### config.mk
export PLATFORM = sky130hd
export DESIGN_NAME = chain_processor
export DESIGN_NICKNAME = d
export VERILOG_FILES = /design/src/hw/chain_pkg.sv /design/src/hw/chain_control.sv /design/src/hw/chain_processor.sv /design/src/hw/cmd_decode.sv /design/src/hw/tx_sequencer.sv
export SDC_FILE = /design/constraint.sdc
export NUM_CORES = 1
export LEC_CHECK = 0
export ABC_AREA = 1
export BUFFER_PORTS_ARGS = -buffer_cell sky130_fd_sc_hd__buf_2
export CAP_MARGIN = 40
export CORE_MARGIN = 4
export CORE_UTILIZATION = 55
export DETAILED_ROUTE_END_ITERATION = 16
export MAX_ROUTING_LAYER = met4
export PLACE_DENSITY = 0.85
export SLEW_MARGIN = 30
export SYNTH_ARGS = -nofsm -noshare
export SYNTH_HDL_FRONTEND = slang
export SYNTH_SLANG_ARGS = --single-unit
### constraint.sdc
create_clock -name clk -period 11.2 [get_ports clk]
set_input_delay 2.24 -clock clk [delete_from_list [all_inputs] [get_ports clk]]
set_output_delay 2.24 -clock clk [all_outputs]
set_load 0.1 [all_outputs]
### src/hw/chain_pkg.sv
// chain processor package with shared types, opcodes and the argument-count table
package chain_pkg;

	localparam int RAM_AW    = 12; // capture ram address width, 4096 samples
	localparam int MAX_LANES = 5;  // four scope channels plus the logic buffer

	// kept opcodes, the four id-style commands are range bases
	typedef enum logic [7:0] {
		OP_SET_ID     = 8'd0,   // 0..9 assign board id
		OP_SELECT     = 8'd10,  // 10..19 select board for readout
		OP_LAST       = 8'd20,  // 20..29 mark last board
		OP_ACTIVE     = 8'd30,  // 30..39 make board active
		OP_PRIME      = 8'd100,
		OP_ROLL_ON    = 8'd101,
		OP_ROLL_OFF   = 8'd102,
		OP_TRIG_POINT = 8'd121, // two bytes, msb first
		OP_NSMP       = 8'd122, // two bytes, msb first
		OP_SEND_INC   = 8'd123, // log2 of sample step
		OP_PACE       = 8'd125, // log2 of ticks between bytes
		OP_THRESH     = 8'd127,
		OP_TRIG_TYPE  = 8'd128,
		OP_TRIG_CHAN  = 8'd130, // 4*board + channel
		OP_AUTOREARM  = 8'd139,
		OP_CHIP_ID    = 8'd142,
		OP_BLOCKS     = 8'd145
	} op_e;

	// one decoded command, args that were not sent read as zero
	typedef struct packed {
		logic [7:0] opcode;
		logic [7:0] arg0;
		logic [7:0] arg1;
	} cmd_t;

	// identity of this board in the daisy chain
	typedef struct packed {
		logic [7:0] my_id;
		logic       passthrough;  // serial output belongs to a board further down
		logic       is_last;
		logic [1:0] master_clock; // 0 own master, 1 slave
	} chain_t;

	typedef struct packed {
		logic [RAM_AW-1:0] trigger_point;
		logic [RAM_AW-1:0] nsmp;       // samples per block
		logic [3:0]        send_shift; // step 2**send_shift
		logic [4:0]        pace_bits;
		logic [2:0]        blocks;
		logic [7:0]        trig_thresh;
		logic [3:0]        trig_type;
		logic [3:0]        trig_chans;
		logic              rolling;
		logic              autorearm;
	} acq_cfg_t;

	typedef logic [MAX_LANES-1:0][7:0] lanes_t; // lane k is block k

	// argument bytes that follow each opcode
	function automatic logic [1:0] arg_count(input logic [7:0] op);
		case (op)
			OP_TRIG_POINT, OP_NSMP: return 2'd2;
			OP_SEND_INC, OP_PACE, OP_THRESH,
			OP_TRIG_TYPE, OP_TRIG_CHAN, OP_BLOCKS: return 2'd1;
			default: return 2'd0; // includes every ignored opcode
		endcase
	endfunction

endpackage

### src/hw/chain_control.sv
// execute stage, applies commands to chain identity and acquisition settings and forwards them
`timescale 1ns/1ps

module chain_control import chain_pkg::*; #(
	parameter int RAM_AW = chain_pkg::RAM_AW
) (
	input  logic       clk,
	input  logic       rst_n,
	input  cmd_t       cmd,
	input  logic       cmd_valid,
	input  logic       rearm,         // end of readout with autorearm
	output chain_t     chain,
	output acq_cfg_t   cfg,
	output logic [7:0] com_data,      // byte to the next board
	output logic       new_com_data,
	output logic       prime_trigger,
	output logic       start_readout,
	output logic       start_id
);

	localparam int TP_MIN = 4;
	localparam int TP_MAX = 2**RAM_AW - 16; // keep room after the trigger

	logic              fwd_en;    // this command goes down the chain
	logic [7:0]        fwd_byte;  // first byte sent down
	logic [15:0]       fwd_buf;   // args still to be sent, msb first
	logic [1:0]        fwd_cnt;
	logic              prime_q;
	logic              sel_hit;   // 10+id addressed to us
	logic              kept;
	logic [15:0]       arg16;
	logic [RAM_AW-1:0] tp_clamped;
	logic [RAM_AW-1:0] nsmp_new;

	assign arg16    = {cmd.arg0, cmd.arg1};
	assign nsmp_new = RAM_AW'(arg16);
	assign sel_hit  = (cmd.opcode - OP_SELECT) == chain.my_id;
	assign kept     = (cmd.opcode < 8'd40) || (cmd.opcode inside {OP_PRIME, OP_ROLL_ON,
		OP_ROLL_OFF, OP_TRIG_POINT, OP_NSMP, OP_SEND_INC, OP_PACE, OP_THRESH,
		OP_TRIG_TYPE, OP_TRIG_CHAN, OP_AUTOREARM, OP_CHIP_ID, OP_BLOCKS});

	always_comb begin
		if (arg16 > 16'(TP_MAX))
			tp_clamped = RAM_AW'(TP_MAX);
		else if (arg16 < 16'(TP_MIN))
			tp_clamped = RAM_AW'(TP_MIN);
		else
			tp_clamped = RAM_AW'(arg16);
	end

	always_comb begin
		fwd_en   = kept;
		fwd_byte = cmd.opcode;
		if (cmd.opcode < OP_SELECT)
			fwd_byte = cmd.opcode + 8'd1; // next board gets the next id
		else if (cmd.opcode < OP_LAST && sel_hit)
			fwd_en = 1'b0; // our own readout
		else if (cmd.opcode == OP_CHIP_ID && !chain.passthrough)
			fwd_en = 1'b0;
	end

	always_ff @(posedge clk) begin
		if (!rst_n) begin
			chain         <= '{my_id: 8'd200, passthrough: 1'b0, is_last: 1'b0,
				master_clock: 2'b00};
			cfg           <= '{trigger_point: RAM_AW'(2**(RAM_AW-2)), nsmp: '0,
				send_shift: 4'd0, pace_bits: 5'd5, blocks: 3'd4, trig_thresh: 8'h80,
				trig_type: 4'd1, trig_chans: 4'hf, rolling: 1'b1, autorearm: 1'b0};
			new_com_data  <= 1'b0;
			fwd_cnt       <= 2'd0;
			prime_q       <= 1'b0;
			start_readout <= 1'b0;
			start_id      <= 1'b0;
		end else begin
			new_com_data  <= 1'b0;
			prime_q       <= 1'b0;
			start_readout <= 1'b0;
			start_id      <= 1'b0;
			if (cmd_valid) begin
				new_com_data <= fwd_en;
				fwd_cnt      <= fwd_en ? arg_count(cmd.opcode) : 2'd0;
				if (cmd.opcode < OP_SELECT) begin
					chain.my_id        <= cmd.opcode;
					chain.master_clock <= (cmd.opcode == 8'd0) ? 2'b00 : 2'b01;
				end else if (cmd.opcode < OP_LAST) begin
					chain.passthrough <= !sel_hit;
					start_readout     <= sel_hit;
				end else if (cmd.opcode < OP_ACTIVE) begin
					chain.is_last <= (cmd.opcode - OP_LAST) == chain.my_id;
				end else if (cmd.opcode < 8'd40) begin
					chain.passthrough <= (cmd.opcode - OP_ACTIVE) != chain.my_id;
				end else begin
					case (cmd.opcode)
						OP_PRIME:      prime_q <= 1'b1;
						OP_ROLL_ON:    cfg.rolling <= 1'b1;
						OP_ROLL_OFF:   cfg.rolling <= 1'b0;
						OP_TRIG_POINT: cfg.trigger_point <= tp_clamped;
						OP_NSMP: begin
							cfg.nsmp <= nsmp_new;
							// trigger has to sit inside the window we send
							if (nsmp_new >= RAM_AW'(5) &&
								cfg.trigger_point > nsmp_new - RAM_AW'(5))
								cfg.trigger_point <= nsmp_new >> 1;
						end
						OP_SEND_INC:   cfg.send_shift <= cmd.arg0[3:0];
						OP_PACE:       cfg.pace_bits <= (cmd.arg0 > 8'd30) ? 5'd30 : cmd.arg0[4:0];
						OP_THRESH:     cfg.trig_thresh <= cmd.arg0;
						OP_TRIG_TYPE:  cfg.trig_type <= cmd.arg0[3:0];
						OP_TRIG_CHAN: begin
							if ({2'b00, cmd.arg0[7:2]} == chain.my_id) // our channel
								cfg.trig_chans[cmd.arg0[1:0]] <= ~cfg.trig_chans[cmd.arg0[1:0]];
						end
						OP_AUTOREARM:  cfg.autorearm <= ~cfg.autorearm;
						OP_CHIP_ID:    start_id <= !chain.passthrough;
						OP_BLOCKS:     cfg.blocks <= cmd.arg0[2:0];
						default: ; // ignored opcode
					endcase
				end
			end else if (fwd_cnt != 2'd0) begin
				new_com_data <= 1'b1; // next argument strobe
				fwd_cnt      <= fwd_cnt - 2'd1;
			end
		end
	end

	// forwarded byte shifter
	always_ff @(posedge clk) begin
		if (cmd_valid) begin
			com_data <= fwd_byte;
			fwd_buf  <= arg16;
		end else if (fwd_cnt != 2'd0) begin
			com_data <= fwd_buf[15:8];
			fwd_buf  <= {fwd_buf[7:0], 8'h00};
		end
	end

	assign prime_trigger = prime_q | rearm; // host prime or autorearm

	a_one_reply: assert property (@(posedge clk) disable iff (!rst_n)
		!(start_readout && start_id))
		else $error("readout and id reply started together");

endmodule

### src/hw/chain_processor.sv
// daisy-chain command processor top, decode then execute then transmit
`timescale 1ns/1ps

module chain_processor import chain_pkg::*; #(
	parameter int RAM_AW         = chain_pkg::RAM_AW,
	parameter int TIMEOUT_CYCLES = 100_000_000
) (
	input  logic              clk,
	input  logic              rst_n,
	input  logic              rx_ready,
	input  logic [7:0]        rx_data,
	input  logic              tx_busy,
	input  logic              ext_data_ready,
	input  logic [RAM_AW-1:0] wr_trig_addr,
	input  lanes_t            ram_data,
	input  logic [63:0]       chip_id,
	output logic              tx_start,
	output logic [7:0]        tx_data,
	output logic              new_com_data,
	output logic [7:0]        com_data,
	output logic              prime_trigger,
	output chain_t            chain,
	output acq_cfg_t          cfg,
	output logic [RAM_AW-1:0] rd_addr,
	output logic              rd_en
);

	cmd_t cmd;
	logic cmd_valid;
	logic start_readout; // this board was selected
	logic start_id;
	logic busy;          // readout or id reply running
	logic rearm;

	cmd_decode u_decode (
		.clk, .rst_n, .rx_ready, .rx_data, .busy, .cmd, .cmd_valid
	);

	chain_control #(.RAM_AW(RAM_AW)) u_control (
		.clk, .rst_n, .cmd, .cmd_valid, .rearm, .chain, .cfg, .com_data,
		.new_com_data, .prime_trigger, .start_readout, .start_id
	);

	tx_sequencer #(.RAM_AW(RAM_AW), .TIMEOUT_CYCLES(TIMEOUT_CYCLES)) u_tx (
		.clk, .rst_n, .cfg, .start_readout, .start_id, .ext_data_ready, .wr_trig_addr,
		.ram_data, .chip_id, .tx_busy, .tx_start, .tx_data, .rd_addr, .rd_en,
		.busy, .rearm
	);

endmodule

### src/hw/cmd_decode.sv
// command decoder, gathers an opcode and its argument bytes into one command record
`timescale 1ns/1ps

module cmd_decode import chain_pkg::*; (
	input  logic       clk,
	input  logic       rst_n,
	input  logic       rx_ready, // one-cycle strobe from the uart receiver
	input  logic [7:0] rx_data,
	input  logic       busy,     // readout in progress, bytes are dropped
	output cmd_t       cmd,
	output logic       cmd_valid
);

	typedef enum logic {
		S_IDLE,    // waiting for an opcode
		S_COLLECT  // gathering argument bytes
	} state_e;

	state_e     state;
	logic [1:0] need;   // args still expected for this opcode, 1 or 2
	logic       idx;    // next argument slot
	logic       take;   // a byte we actually accept
	logic [1:0] n_args; // args of the byte on rx_data

	assign take   = rx_ready && !busy;
	assign n_args = arg_count(rx_data);

	always_ff @(posedge clk) begin
		if (!rst_n) begin
			state     <= S_IDLE;
			need      <= 2'd0;
			idx       <= 1'b0;
			cmd_valid <= 1'b0;
		end else begin
			cmd_valid <= 1'b0; // pulse only
			case (state)
				S_IDLE: begin
					if (take) begin
						need <= n_args;
						idx  <= 1'b0;
						if (n_args == 2'd0)
							cmd_valid <= 1'b1; // opcode alone is the last byte
						else
							state <= S_COLLECT;
					end
				end
				S_COLLECT: begin
					if (take) begin
						idx <= 1'b1;
						// idx counts bytes already stored
						if ({1'b0, idx} + 2'd1 == need) begin
							cmd_valid <= 1'b1;
							state     <= S_IDLE;
						end
					end
				end
				default: state <= S_IDLE;
			endcase
		end
	end

	// the record itself
	always_ff @(posedge clk) begin
		if (take) begin
			if (state == S_IDLE) begin
				cmd.opcode <= rx_data;
				cmd.arg0   <= 8'h00; // cleared so short commands read zero
				cmd.arg1   <= 8'h00;
			end else if (!idx) begin
				cmd.arg0 <= rx_data;
			end else begin
				cmd.arg1 <= rx_data;
			end
		end
	end

	// a record is handed over exactly once
	a_valid_pulse: assert property (@(posedge clk) disable iff (!rst_n)
		cmd_valid |=> !cmd_valid)
		else $error("cmd_valid held for two cycles");

endmodule

### src/hw/tx_sequencer.sv
// result stage, paces capture ram blocks or the chip id out through the uart transmitter
`timescale 1ns/1ps

module tx_sequencer import chain_pkg::*; #(
	parameter int RAM_AW         = chain_pkg::RAM_AW,
	parameter int TIMEOUT_CYCLES = 100_000_000
) (
	input  logic              clk,
	input  logic              rst_n,
	input  acq_cfg_t          cfg,
	input  logic              start_readout,
	input  logic              start_id,
	input  logic              ext_data_ready, // capture complete
	input  logic [RAM_AW-1:0] wr_trig_addr,
	input  lanes_t            ram_data,       // valid one cycle after rd_addr
	input  logic [63:0]       chip_id,
	input  logic              tx_busy,
	output logic              tx_start,
	output logic [7:0]        tx_data,
	output logic [RAM_AW-1:0] rd_addr,
	output logic              rd_en,
	output logic              busy,
	output logic              rearm
);

	localparam int TW = $clog2(TIMEOUT_CYCLES + 1);
	localparam int CW = RAM_AW + 16; // sample count incl. the largest step

	typedef enum logic [2:0] {
		S_IDLE,
		S_WAIT,   // wait for ext_data_ready
		S_FETCH,  // ram sees the new address
		S_SEND,
		S_ID,
		S_ID_GAP  // transmitter raises busy here
	} state_e;

	state_e            state;
	logic [31:0]       pace_cnt;  // free running
	logic              pace_bit;
	logic              pace_ref;  // pace bit at the last byte
	logic [TW-1:0]     to_cnt;
	logic [2:0]        blk;       // block, also the lane
	logic [CW-1:0]     samp_cnt;  // offset in the block
	logic [CW-1:0]     next_samp;
	logic              block_end;
	logic [RAM_AW-1:0] block_base;
	logic [RAM_AW-1:0] addr_step;
	logic [7:0]        lane_byte;
	logic              send_ok;
	logic              id_ok;
	logic [2:0]        id_idx;
	logic [63:0]       id_sr;     // chip id, lsb out first

	assign pace_bit   = pace_cnt[cfg.pace_bits];
	assign next_samp  = samp_cnt + (CW'(1) << cfg.send_shift);
	assign block_end  = next_samp >= CW'(cfg.nsmp);
	assign block_base = wr_trig_addr - cfg.trigger_point;
	assign addr_step  = RAM_AW'(1) << cfg.send_shift;
	assign lane_byte  = (blk < MAX_LANES) ? ram_data[blk] : 8'h00;
	assign send_ok    = (state == S_SEND) && !tx_busy && (pace_bit != pace_ref);
	assign id_ok      = (state == S_ID) && !tx_busy;
	assign busy       = (state != S_IDLE);

	always_ff @(posedge clk) begin
		if (!rst_n) begin
			state    <= S_IDLE;
			pace_cnt <= '0;
			pace_ref <= 1'b0;
			to_cnt   <= '0;
			blk      <= 3'd0;
			samp_cnt <= '0;
			id_idx   <= 3'd0;
			tx_start <= 1'b0;
			rd_en    <= 1'b0;
			rearm    <= 1'b0;
		end else begin
			pace_cnt <= pace_cnt + 32'd1;
			tx_start <= 1'b0;
			rearm    <= 1'b0;
			case (state)
				S_IDLE: begin
					to_cnt <= '0;
					if (start_readout) begin
						state <= S_WAIT;
					end else if (start_id) begin
						id_idx <= 3'd0;
						state  <= S_ID;
					end
				end
				S_WAIT: begin
					if (ext_data_ready) begin
						blk      <= 3'd0;
						samp_cnt <= '0;
						pace_ref <= pace_bit; // first byte waits for a toggle
						if (cfg.nsmp == '0 || cfg.blocks == 3'd0) begin
							rearm <= cfg.autorearm; // nothing to send
							state <= S_IDLE;
						end else begin
							rd_en <= 1'b1;
							state <= S_FETCH;
						end
					end else if (to_cnt == TW'(TIMEOUT_CYCLES - 1)) begin
						state <= S_IDLE; // give up, no bytes
					end else begin
						to_cnt <= to_cnt + 1'b1;
					end
				end
				S_FETCH: state <= S_SEND;
				S_SEND: begin
					if (send_ok) begin
						tx_start <= 1'b1;
						pace_ref <= pace_bit;
						state    <= S_FETCH;
						if (!block_end) begin
							samp_cnt <= next_samp;
						end else if (blk + 3'd1 == cfg.blocks) begin
							samp_cnt <= '0;
							rd_en    <= 1'b0;
							rearm    <= cfg.autorearm;
							state    <= S_IDLE;
						end else begin
							samp_cnt <= '0;
							blk      <= blk + 3'd1; // next lane
						end
					end
				end
				S_ID: begin
					if (id_ok) begin
						tx_start <= 1'b1;
						id_idx   <= id_idx + 3'd1;
						state    <= (id_idx == 3'd7) ? S_IDLE : S_ID_GAP;
					end
				end
				S_ID_GAP: state <= S_ID;
				default:  state <= S_IDLE;
			endcase
		end
	end

	// address walk and outgoing byte
	always_ff @(posedge clk) begin
		if (state == S_WAIT) begin
			rd_addr <= block_base;
		end else if (send_ok) begin
			tx_data <= lane_byte;
			rd_addr <= block_end ? block_base : rd_addr + addr_step;
		end
		if (state == S_IDLE && start_id) begin
			id_sr <= chip_id;
		end else if (id_ok) begin
			tx_data <= id_sr[7:0];
			id_sr   <= id_sr >> 8;
		end
	end

	// transmitter must have been idle when the start was decided
	a_tx_idle: assert property (@(posedge clk) disable iff (!rst_n)
		tx_start |-> !$past(tx_busy))
		else $error("tx_start issued against a busy transmitter");

	a_tx_pulse: assert property (@(posedge clk) disable iff (!rst_n)
		tx_start |=> !tx_start)
		else $error("tx_start longer than one cycle");

endmodule

* Word-level counts from Yosys, hierarchy flattened
Cells that the tools add are included.
Cells by class: $lt $le $gt $ge 15, reduce and logical (&&, ||, !) cells 62, mux-type cells 105, add/subtract/negate cells 14, shift-type cells 2, eq/ne operators 54, bitwise gates (word level) 11
Operators with widths (count):
- 64-bit two-way mux | 2
- 8-bit by 7-bit equality test with 1-bit output, second input constant | 13
- 8-bit two-way mux | 11
- 28-bit two-way mux | 3
- 12-bit two-way mux | 6
- 8-bit equality test, second input constant | 8
- 28-bit case mux with 2 select lines | 1
- 27-bit two-way mux | 2
- 27-bit case mux with 2 select lines | 1
- 6-bit AND reduction | 9
- 3-bit two-way mux | 15
- 1-bit two-way mux | 37
- 32-bit by 1-bit adder with 32-bit output, second input constant | 1
- 16-bit two-way mux | 2
- 28-bit adder | 1
- 28-bit by 12-bit >= comparator with 1-bit output | 1
- 1-bit by 4-bit left shift with 28-bit output, first input constant | 1
- 27-bit by 1-bit adder with 27-bit output, second input constant | 1
- 27-bit equality test, second input constant | 1
- 8-bit binary-select mux with 3-bit select | 1
- 2-bit inequality test, second input constant | 12
- 12-bit case mux with 2 select lines | 1
- 2-bit nonzero test | 10
- 3-bit case mux with 6 select lines | 1
- other kinds (64) | 122
Word-level totals: output and inout port bits 98, register bits after elaboration 309, word-level logic and storage cells 304, input bits 129

* Logic depth before layout (Yosys ltp)
Gate-level depths: netlist (run 1).
depth in word-level cells 8, mapped depth 27, gate-level depth less buffers 27

* Cells and area by module
Synthesis (run 1) repeated with hierarchy kept, for this count alone.
Second synthesis, totals: cells, all modules 2491, area total of the unflattened synthesis 18208.7 um^2
Modules (own cells, without submodules):
- tx_sequencer | area an instance 11459.7 um^2, cells each 1619, sequential area each 4444.3 um^2, times used 1
- chain_control | area an instance 5494.0 um^2, cells each 742, sequential area each 2142.1 um^2, times used 1
- cmd_decode | area an instance 1255.0 um^2, cells each 130, sequential area each 820.8 um^2, times used 1

* Least setup slack after synthesis (run 1)
Ideal clock, no wire load.
path type input to register, from input tx_busy, to register u_tx.id_sr[0] (enable), stages 3, path buffers 0, setup slack 6.710 ns, data required time 10.776 ns, setup time 0.424 ns, data arrival time 4.066 ns, path through nor2_1 inv_1 nand2_1
On the way: cells in the longest elaborated chain, start to end 3
RTL lines:
- from (decl) | line chain_processor.sv:12 | input logic tx_busy,
- 1-bit logical NOT | line tx_sequencer.sv:62 | assign id_ok = (state == S_ID) && !tx_busy;
- 1-bit logical AND | line tx_sequencer.sv:62
- 2-bit nonzero test (no source line)
- to (signal assigned) | line tx_sequencer.sv:150 | id_sr <= chip_id;
- to (signal assigned) | line tx_sequencer.sv:153 | id_sr <= id_sr >> 8;
- to (decl) | line tx_sequencer.sv:53 | logic [63:0] id_sr;
No other way between the ends. A chain may end at the register's enable or synchronous reset.

* Worst setup path after layout (run 1)
from register, netlist name u_control.cfg[26], to register u_tx.rd_addr[7] (data pin)
On the way: cells in the longest elaborated chain, start to end 6, elaborated cells on any way between the ends 8, those cells by class add/sub: 2; order compare: 1; shift: 2; mux: 3
RTL lines:
- 1-bit by 4-bit left shift with 28-bit output | line tx_sequencer.sv:56 | assign next_samp = samp_cnt + (CW'(1) << cfg.send_shift);
- 28-bit adder | line tx_sequencer.sv:56
- 28-bit by 12-bit >= comparator with 1-bit output | line tx_sequencer.sv:57 | assign block_end = next_samp >= CW'(cfg.nsmp);
- 12-bit two-way mux * | line tx_sequencer.sv:147 | rd_addr <= block_end ? block_base : rd_addr + addr_step;
- 12-bit two-way mux * | line tx_sequencer.sv:145 | end else if (send_ok) begin
- 12-bit two-way mux * | line tx_sequencer.sv:143 | if (state == S_WAIT) begin
- to (signal assigned) | line tx_sequencer.sv:144 | rd_addr <= block_base;
- to (signal assigned) | line tx_sequencer.sv:147
- to (decl) | line tx_sequencer.sv:20 | output logic [RAM_AW-1:0] rd_addr,
Every way passes the cells marked *; elsewhere a longest branch is shown, timed or not. The select of a mux whose other input is x is not followed.

==> impl_metrics.json, run 1 <==
{
  "worstPathArrival_ps": 5000,
  "cts_setup_buffers": 0,
  "clkLatencyLatePin_ps": 540,
  "ys_ff_latch": 308,
  "ys_types": 62,
  "finalCritPeriodShare_pct": 42.3,
  "ioPinCount": 227,
  "ys_seq_area_share_pct": 42.1,
  "core_sq_mm": 0.0316,
  "wl_per_cell_um": 16.6,
  "core.rowCount": 65,
  "finalSetupViolCount": 0,
  "globalRouteOverflowTotal": 0,
  "startpoint_type": "flip-flop",
  "route.vias.total": 16900,
  "ir_worst_vdd_mv": 0.115,
  "die_area_sq_mm": 0.0349,
  "crit_path_end_kind": "flip-flop",
  "synth.avg_cell_area_sq_um": 7.48,
  "syn_area_sq_mm": 0.0176,
  "fin_worst_skew_ps": 15.9,
  "grt_pass1_vias": 15900,
  "portBuffers": 225,
  "ant_nets": 0,
  "syn_inst": 2352,
  "synthTopCellsByArea": "edfxtp_1 21%, dfxtp_1 21%, nand2_1 11%, inv_1 6.7%, ha_1 5.3%",
  "synth_async_sr_flop_share_pct": 0,
  "die_w_um": 187,
  "ys_warn_count": 0,
  "cp_top_family": "simple AND/OR/NAND/NOR gates",
  "synthFlopType": "dfxtp_1",
  "synth_fp_nets": 2558,
  "hold_buffers": 0,
  "cts-resized-gates": 0,
  "cpMaxStageDelayCell": "nor4_1",
  "maxCapViolCount": 0,
  "period_minus_slack_ps": 4730,
  "drive_gt1_share_pct": 14.3,
  "path_buf_inv": 4,
  "place.gp.congestion": 0.973,
  "critPathMaxFanout": 15,
  "first_pass_iters": 7,
  "clk_pin_slew_ps": 60,
  "grt_antenna_before_repair": 0,
  "synth_top_area_share_pct": 21.2,
  "cp.depth": 23,
  "drt-total-wl_um": 49800,
  "slew_headroom_pct": 45.4,
  "slew_violations": 0,
  "tns_ps": 0,
  "path_cells": "nor4_1 -> ha_1 -> inv_1 -> fa_1 -> inv_1 -> nand4_1 -> nand3_2 -> nand2_1 -> nand2_1 -> xor2_1 -> ha_1 -> nand2_1 -> inv_1 -> nand3_1 -> nor3_1 -> a211oi_1 -> nand3_1 -> nor2_1 -> nand3_1 -> nor2_4 -> nand3_2 -> clkinv_2 -> o21ai_0",
  "p_leak_nw": 9.08,
  "dp_hpwl_um": 36900,
  "cts.path.max_buffers": 3,
  "crit_type": "flip-flop to flip-flop",
  "rsz0062_at_grt": "false",
  "hold_slack_ps": 459,
  "outcome": "finished clean",
  "yosysTopAreaCell": "edfxtp_1",
  "cts_root_buf": "clkbuf_16",
  "dieHeight_um": 187,
  "numClockSinks": 308,
  "worst_pin_slew_ps": 818,
  "fin_nets": 2766,
  "hp-class": "flip-flop to flip-flop",
  "cp.required_ps": 11470,
  "p_per_area_mw_per_mm2": 136,
  "htree_levels": 2,
  "max_freq_ghz": 0.211,
  "cts_tree": "built",
  "post-route-util_pct": 64.5,
  "hold_depth": 2,
  "start_util_pct": 55.8,
  "hold_viol_final": 0,
  "design_area_sq_mm": 0.0203,
  "max_stage_delay_ps": 580,
  "areaGrowthSynthToFinish_pct": 15.6,
  "first_iter_violations": 1767,
  "synth_edf_count": 124,
  "r2r_cells": 23,
  "cts_buffers": 35,
  "design_power_total_w": 0.00276,
  "grt_usage_pct": 28.0,
  "grt_max_degree": 87,
  "post_dp_cell_area_sq_mm": 0.0191,
  "num_antenna_cells": 0,
  "num-fill-cells": 2703,
  "drc": 0,
  "routed_via_density": 5.65,
  "grt_first_pass_wirelength_um": 79600
}
-- cell usage in the layout (no fill, tap or decap), drive strengths merged, types with 18 or more instances in the layout --
cell and instances:
xor2 48, nor3 87, buf 240, nor2 251, ha 74, o21ai 162, nand2 541, nand4 43
edfxtp 124, inv 324, a211oi 24, a21oi 163, dfxtp 184, nand3 108, nor4 22, xnor2 18
clkbuf 51
-- synth_stat cells (3+ instances only) --
cell / number
nor2_1: 243
o21bai_1: 5
xnor2_1: 18
buf_2: 8
dfxtp_1: 184
nor2_2: 6
clkinv_1: 3
o22ai_1: 12
inv_2: 10
nor3_2: 13
clkbuf_1: 52
ha_1: 74
nor3_1: 74
nand4_1: 41
nand2_2: 6
inv_1: 312
or2_2: 15
nand3_2: 9
o21ai_0: 154
edfxtp_1: 124
o2111ai_1: 3
nor4_1: 22
a21oi_1: 162
xor2_1: 48
a211oi_1: 24
nand2_1: 535
a31oi_1: 15
nand3b_1: 5
fa_1: 3
o21ai_1: 6
o31ai_1: 3
buf_1: 5
a221oi_1: 6
o21a_1: 4
o211ai_1: 14
nand3_1: 98
-- cells by family after synthesis --
group	synth area share, %
mux	0.114
xor+xnor	3.28
fa+ha+maj	5.60
simple gates	26.8
compound gates	13.5
buf+inv	8.61
flops	42.1
other cells	0.0213
-- routing by layer --
layer  global-route usage (%)  wire [um]  vias to the layer above  part of all wire [%]
met5                        -          0                        -                     0
met4                     9.67       1720                        0                   3.5
met3                     4.29       3780                      134                   7.6
met2                     45.4      23400                      690                    47
met1                     36.2      20800                     7845                    42
li1                         -          -                     8232                     -
-- layout make-up --
class | instances | area (sq um) | share of cell area, %
Clock buffer | 51 | 1040 | 5.11
Clock inverter | 13 | 186 | 0.916
Inverter | 326 | 1220 | 6.02
Multi-Input combinational cell | 1649 | 8700 | 42.8
Sequential cell | 308 | 7410 | 36.4
Tap cell | 402 | 503 | 2.47
Timing Repair Buffer | 240 | 1280 | 6.31
-- stage by stage --
step | instances | setup WS (ps)
after floorplan | 2352 | 6710
after global placement | 2916 | 6000
after detailed placement | 2923 | 6480
after CTS | 2987 | 6500
after global routing | 2989 | 6080
final | 2989 | 6470
-- flip-flops by register name, summed over array words and instances (netlist names), 8 cells and up --
name / flops
u_control.com_data: 8
u_tx.samp_cnt: 28
u_control.cfg: 54
u_tx.rd_addr: 12
u_decode.cmd: 24
u_tx.id_sr: 64
u_control.fwd_buf: 16
u_tx.tx_data: 8
u_tx.to_cnt: 27
u_control.chain: 11
u_tx.pace_cnt: 32
-- power breakdown --
part	total (W)	internal [W]	switching [W]	leakage (nW)
combinational	0.000331	0.0000784	0.000253	5.83
sequential	0.00124	0.00122	0.0000283	2.66
clock	0.00119	0.000706	0.000481	0.595
-- worst min-delay path, stage by stage, from the launching register on --
cell,delay (ps)
edfxtp_1,320
nand2_1,50
nand3_1,60
-- worst paths after layout --
check | from | to | slack, ps
hold / removal | u_tx.id_sr[1] | u_tx.tx_data[1] | 460
setup reg to reg | u_control.cfg[26] | u_tx.rd_addr[7] | 6470
setup / recovery | u_control.cfg[26] | u_tx.rd_addr[7] | 6470
hold reg to reg | u_tx.id_sr[1] | u_tx.tx_data[1] | 460
No activity file was read; power rests on OpenSTA's default activity.
==> run 2: changes to the inputs <==
Settings changed: CORE_UTILIZATION 55 to 53, PLACE_DENSITY 0.85 to 0.86.
Clock period 11.2 ns to 3.95 ns, I/O delays scaled along.
==> run 2 against run 1 <==
Effect of this change:
- the flow now finishes with violations (negative setup slack)
- sequential share of layout area down 1.3 points
- die area up 3.6%
- combinational power rose to 2.9 times the previous value
- global-route usage up 1.2 points
- largest power group unchanged
- cell count up 3.2%
- critical path depth down 2
- clock skew up 3.4 ps
==> impl_metrics.json, run 2 (same netlist as run 1, synthesis figures left out) <==
{
  "reg.largest.list": "u_tx.id_sr x64, u_control.cfg x54, u_tx.pace_cnt x32",
  "period_minus_slack_ps": 3950,
  "startpoint_type": "flip-flop",
  "grt_max_degree": 67,
  "setup_ws_ps": -3.11,
  "hp-class": "flip-flop to flip-flop",
  "maxCapViolCount": 0,
  "power.share.switching_pct": 27.6,
  "cts_tree": "built",
  "routed_via_density": 5.58,
  "worstPathArrival_ps": 4210,
  "critPathMaxFanout": 6,
  "dieHeight_um": 190,
  "htree_levels": 2,
  "die_w_um": 190,
  "final_cell_mix": "522 x nand2_1, 306 x inv_1, 232 x nor2_1",
  "place.gp.congestion": 0.990,
  "ioPinCount": 227,
  "num_antenna_cells": 0,
  "crit_path_end_kind": "flip-flop",
  "clkLatencyLatePin_ps": 520,
  "design_power_total_w": 0.00763,
  "grt_first_pass_wirelength_um": 84500,
  "crit_type": "flip-flop to flip-flop",
  "p_leak_nw": 9.35,
  "drt-total-wl_um": 52800,
  "wl_per_cell_um": 17.1,
  "dp_hpwl_um": 39700,
  "regMostFlops": "u_tx.id_sr",
  "grt_usage_pct": 29.2,
  "finalSetupViolCount": 1,
  "grt_pass1_vias": 16700,
  "fin_worst_skew_ps": 19.4,
  "slew_violations": 0,
  "slew_headroom_pct": 46.8,
  "areaGrowthSynthToFinish_pct": 20.0,
  "rsz0062_at_grt": "true",
  "clk_pin_slew_ps": 60,
  "grt_antenna_before_repair": 0,
  "first_iter_violations": 1833,
  "die_area_sq_mm": 0.0362,
  "p_per_area_mw_per_mm2": 361,
  "cp.required_ps": 4200,
  "hold_viol_final": 0,
  "p_comb_share_pct": 12.5,
  "worst_pin_slew_ps": 797,
  "max_freq_ghz": 0.253,
  "p_int_w": 0.00552,
  "numClockSinks": 308,
  "core.rowCount": 66,
  "core_sq_mm": 0.0326,
  "power_frac_seq_pct": 46.1,
  "start_util_pct": 54.0,
  "tns_ps": -3.11,
  "ir_worst_vdd_mv": 0.360,
  "ant_nets": 0,
  "route.vias.total": 17200,
  "globalRouteOverflowTotal": 0,
  "netSwitchingPower_w": 0.00211,
  "clock_power_share_pct": 41.4,
  "outcome": "complete, but fails checks",
  "portBuffers": 225,
  "first_pass_iters": 6,
  "cts.path.max_buffers": 3,
  "largest_register_ff_count": 64,
  "drive_gt1_share_pct": 18.7,
  "drc": 0,
  "violations": "negative setup slack",
  "fin_nets": 2824,
  "mostFrequentLayoutCell": "nand2_1",
  "finalCritPeriodShare_pct": 100,
  "cts_buffers": 35,
  "cts_root_buf": "clkbuf_16"
}
[run 2: path summary, 6_finish.rpt]
| path | start | to | slack, ps | depth (start not counted) |
|---|---|---|---|---|
| worst max-delay path | u_control.cfg[26] | u_tx.rd_addr[8] | -3 | 21 |
| worst min-delay path | u_tx.samp_cnt[13] | u_tx.samp_cnt[13] | 450 | 2 |
| worst max register to register | u_control.cfg[26] | u_tx.rd_addr[8] | -3 | 21 |
| worst min register to register | u_tx.samp_cnt[13] | u_tx.samp_cnt[13] | 450 | 2 |
[run 2: stage by stage]
stage                     util (%)  hold slack [ps]  setup slack, ps  cell area, sq um  instances
after floorplan                  -              421             30.4             17600       2352
after global placement        59.7              432            -48.2             19500       3007
after detailed placement      59.8              438             -179             19500       3009
after CTS                     63.5              453             3.25             20700       3077
after global routing          64.8              466             -160             21100       3084
final                         64.8              451            -3.11             21100       3084
[run 2: worst max-delay path, stage by stage, from the launching register on]
cell      delay (ps)
dfxtp_4          360
nor4_4           340
ha_2             260
inv_2             40
fa_2             330
inv_2             60
nand4_1          110
nand3_2          120
buf_6            130
xor2_4           170
ha_1             250
nand2_1           90
o21a_1           150
nor2_2            40
a211oi_2         220
nand3_1          100
nor2_1           100
nand3_1          120
nor2_4           210
nand3_4          240
o21ai_1          160
o21ai_1           80
[run 2: repair_timing]
action,4_1_cts,5_1_grt
cloned,2,0
hold buffers,0,0
gates resized for setup,12,91
pin swaps,11,18
buffers inserted,5,5
endpoints found under the setup margin,29,36
[run 2: area by class of cell]
type                            count  area [sq um]
Clock buffer                       48           966
Clock inverter                     13           138
Fill cell                        2766         11500
Inverter                          326          1240
Multi-Input combinational cell   1650          9100
Sequential cell                   308          7420
Tap cell                          442           553
Timing Repair Buffer              296          1700
Timing Repair inverter              1          8.76
[run 2: power by group through the flow]
stage | logic [W] | registers, W | clock network (W)
6_report | 0.000951 | 0.00352 | 0.00316
5_1_grt | 0.00101 | 0.00353 | 0.00333
4_1_cts | 0.000935 | 0.00352 | 0.00319
3_5_place_dp | 0.000929 | 0.00358 | 0
3_3_place_gp | 0.000900 | 0.00358 | 0
2_1_floorplan | 0.000315 | 0.00393 | 0
[run 2: per-layer routing]
layer	GRT usage, %	wire, um	vias up	share of wire, %
li1	-	-	8348	-
met1	38.5	22600	7991	43
met2	47.2	24500	724	46
met3	3.94	3860	138	7.3
met4	9.48	1950	0	3.7
met5	-	0	-	0
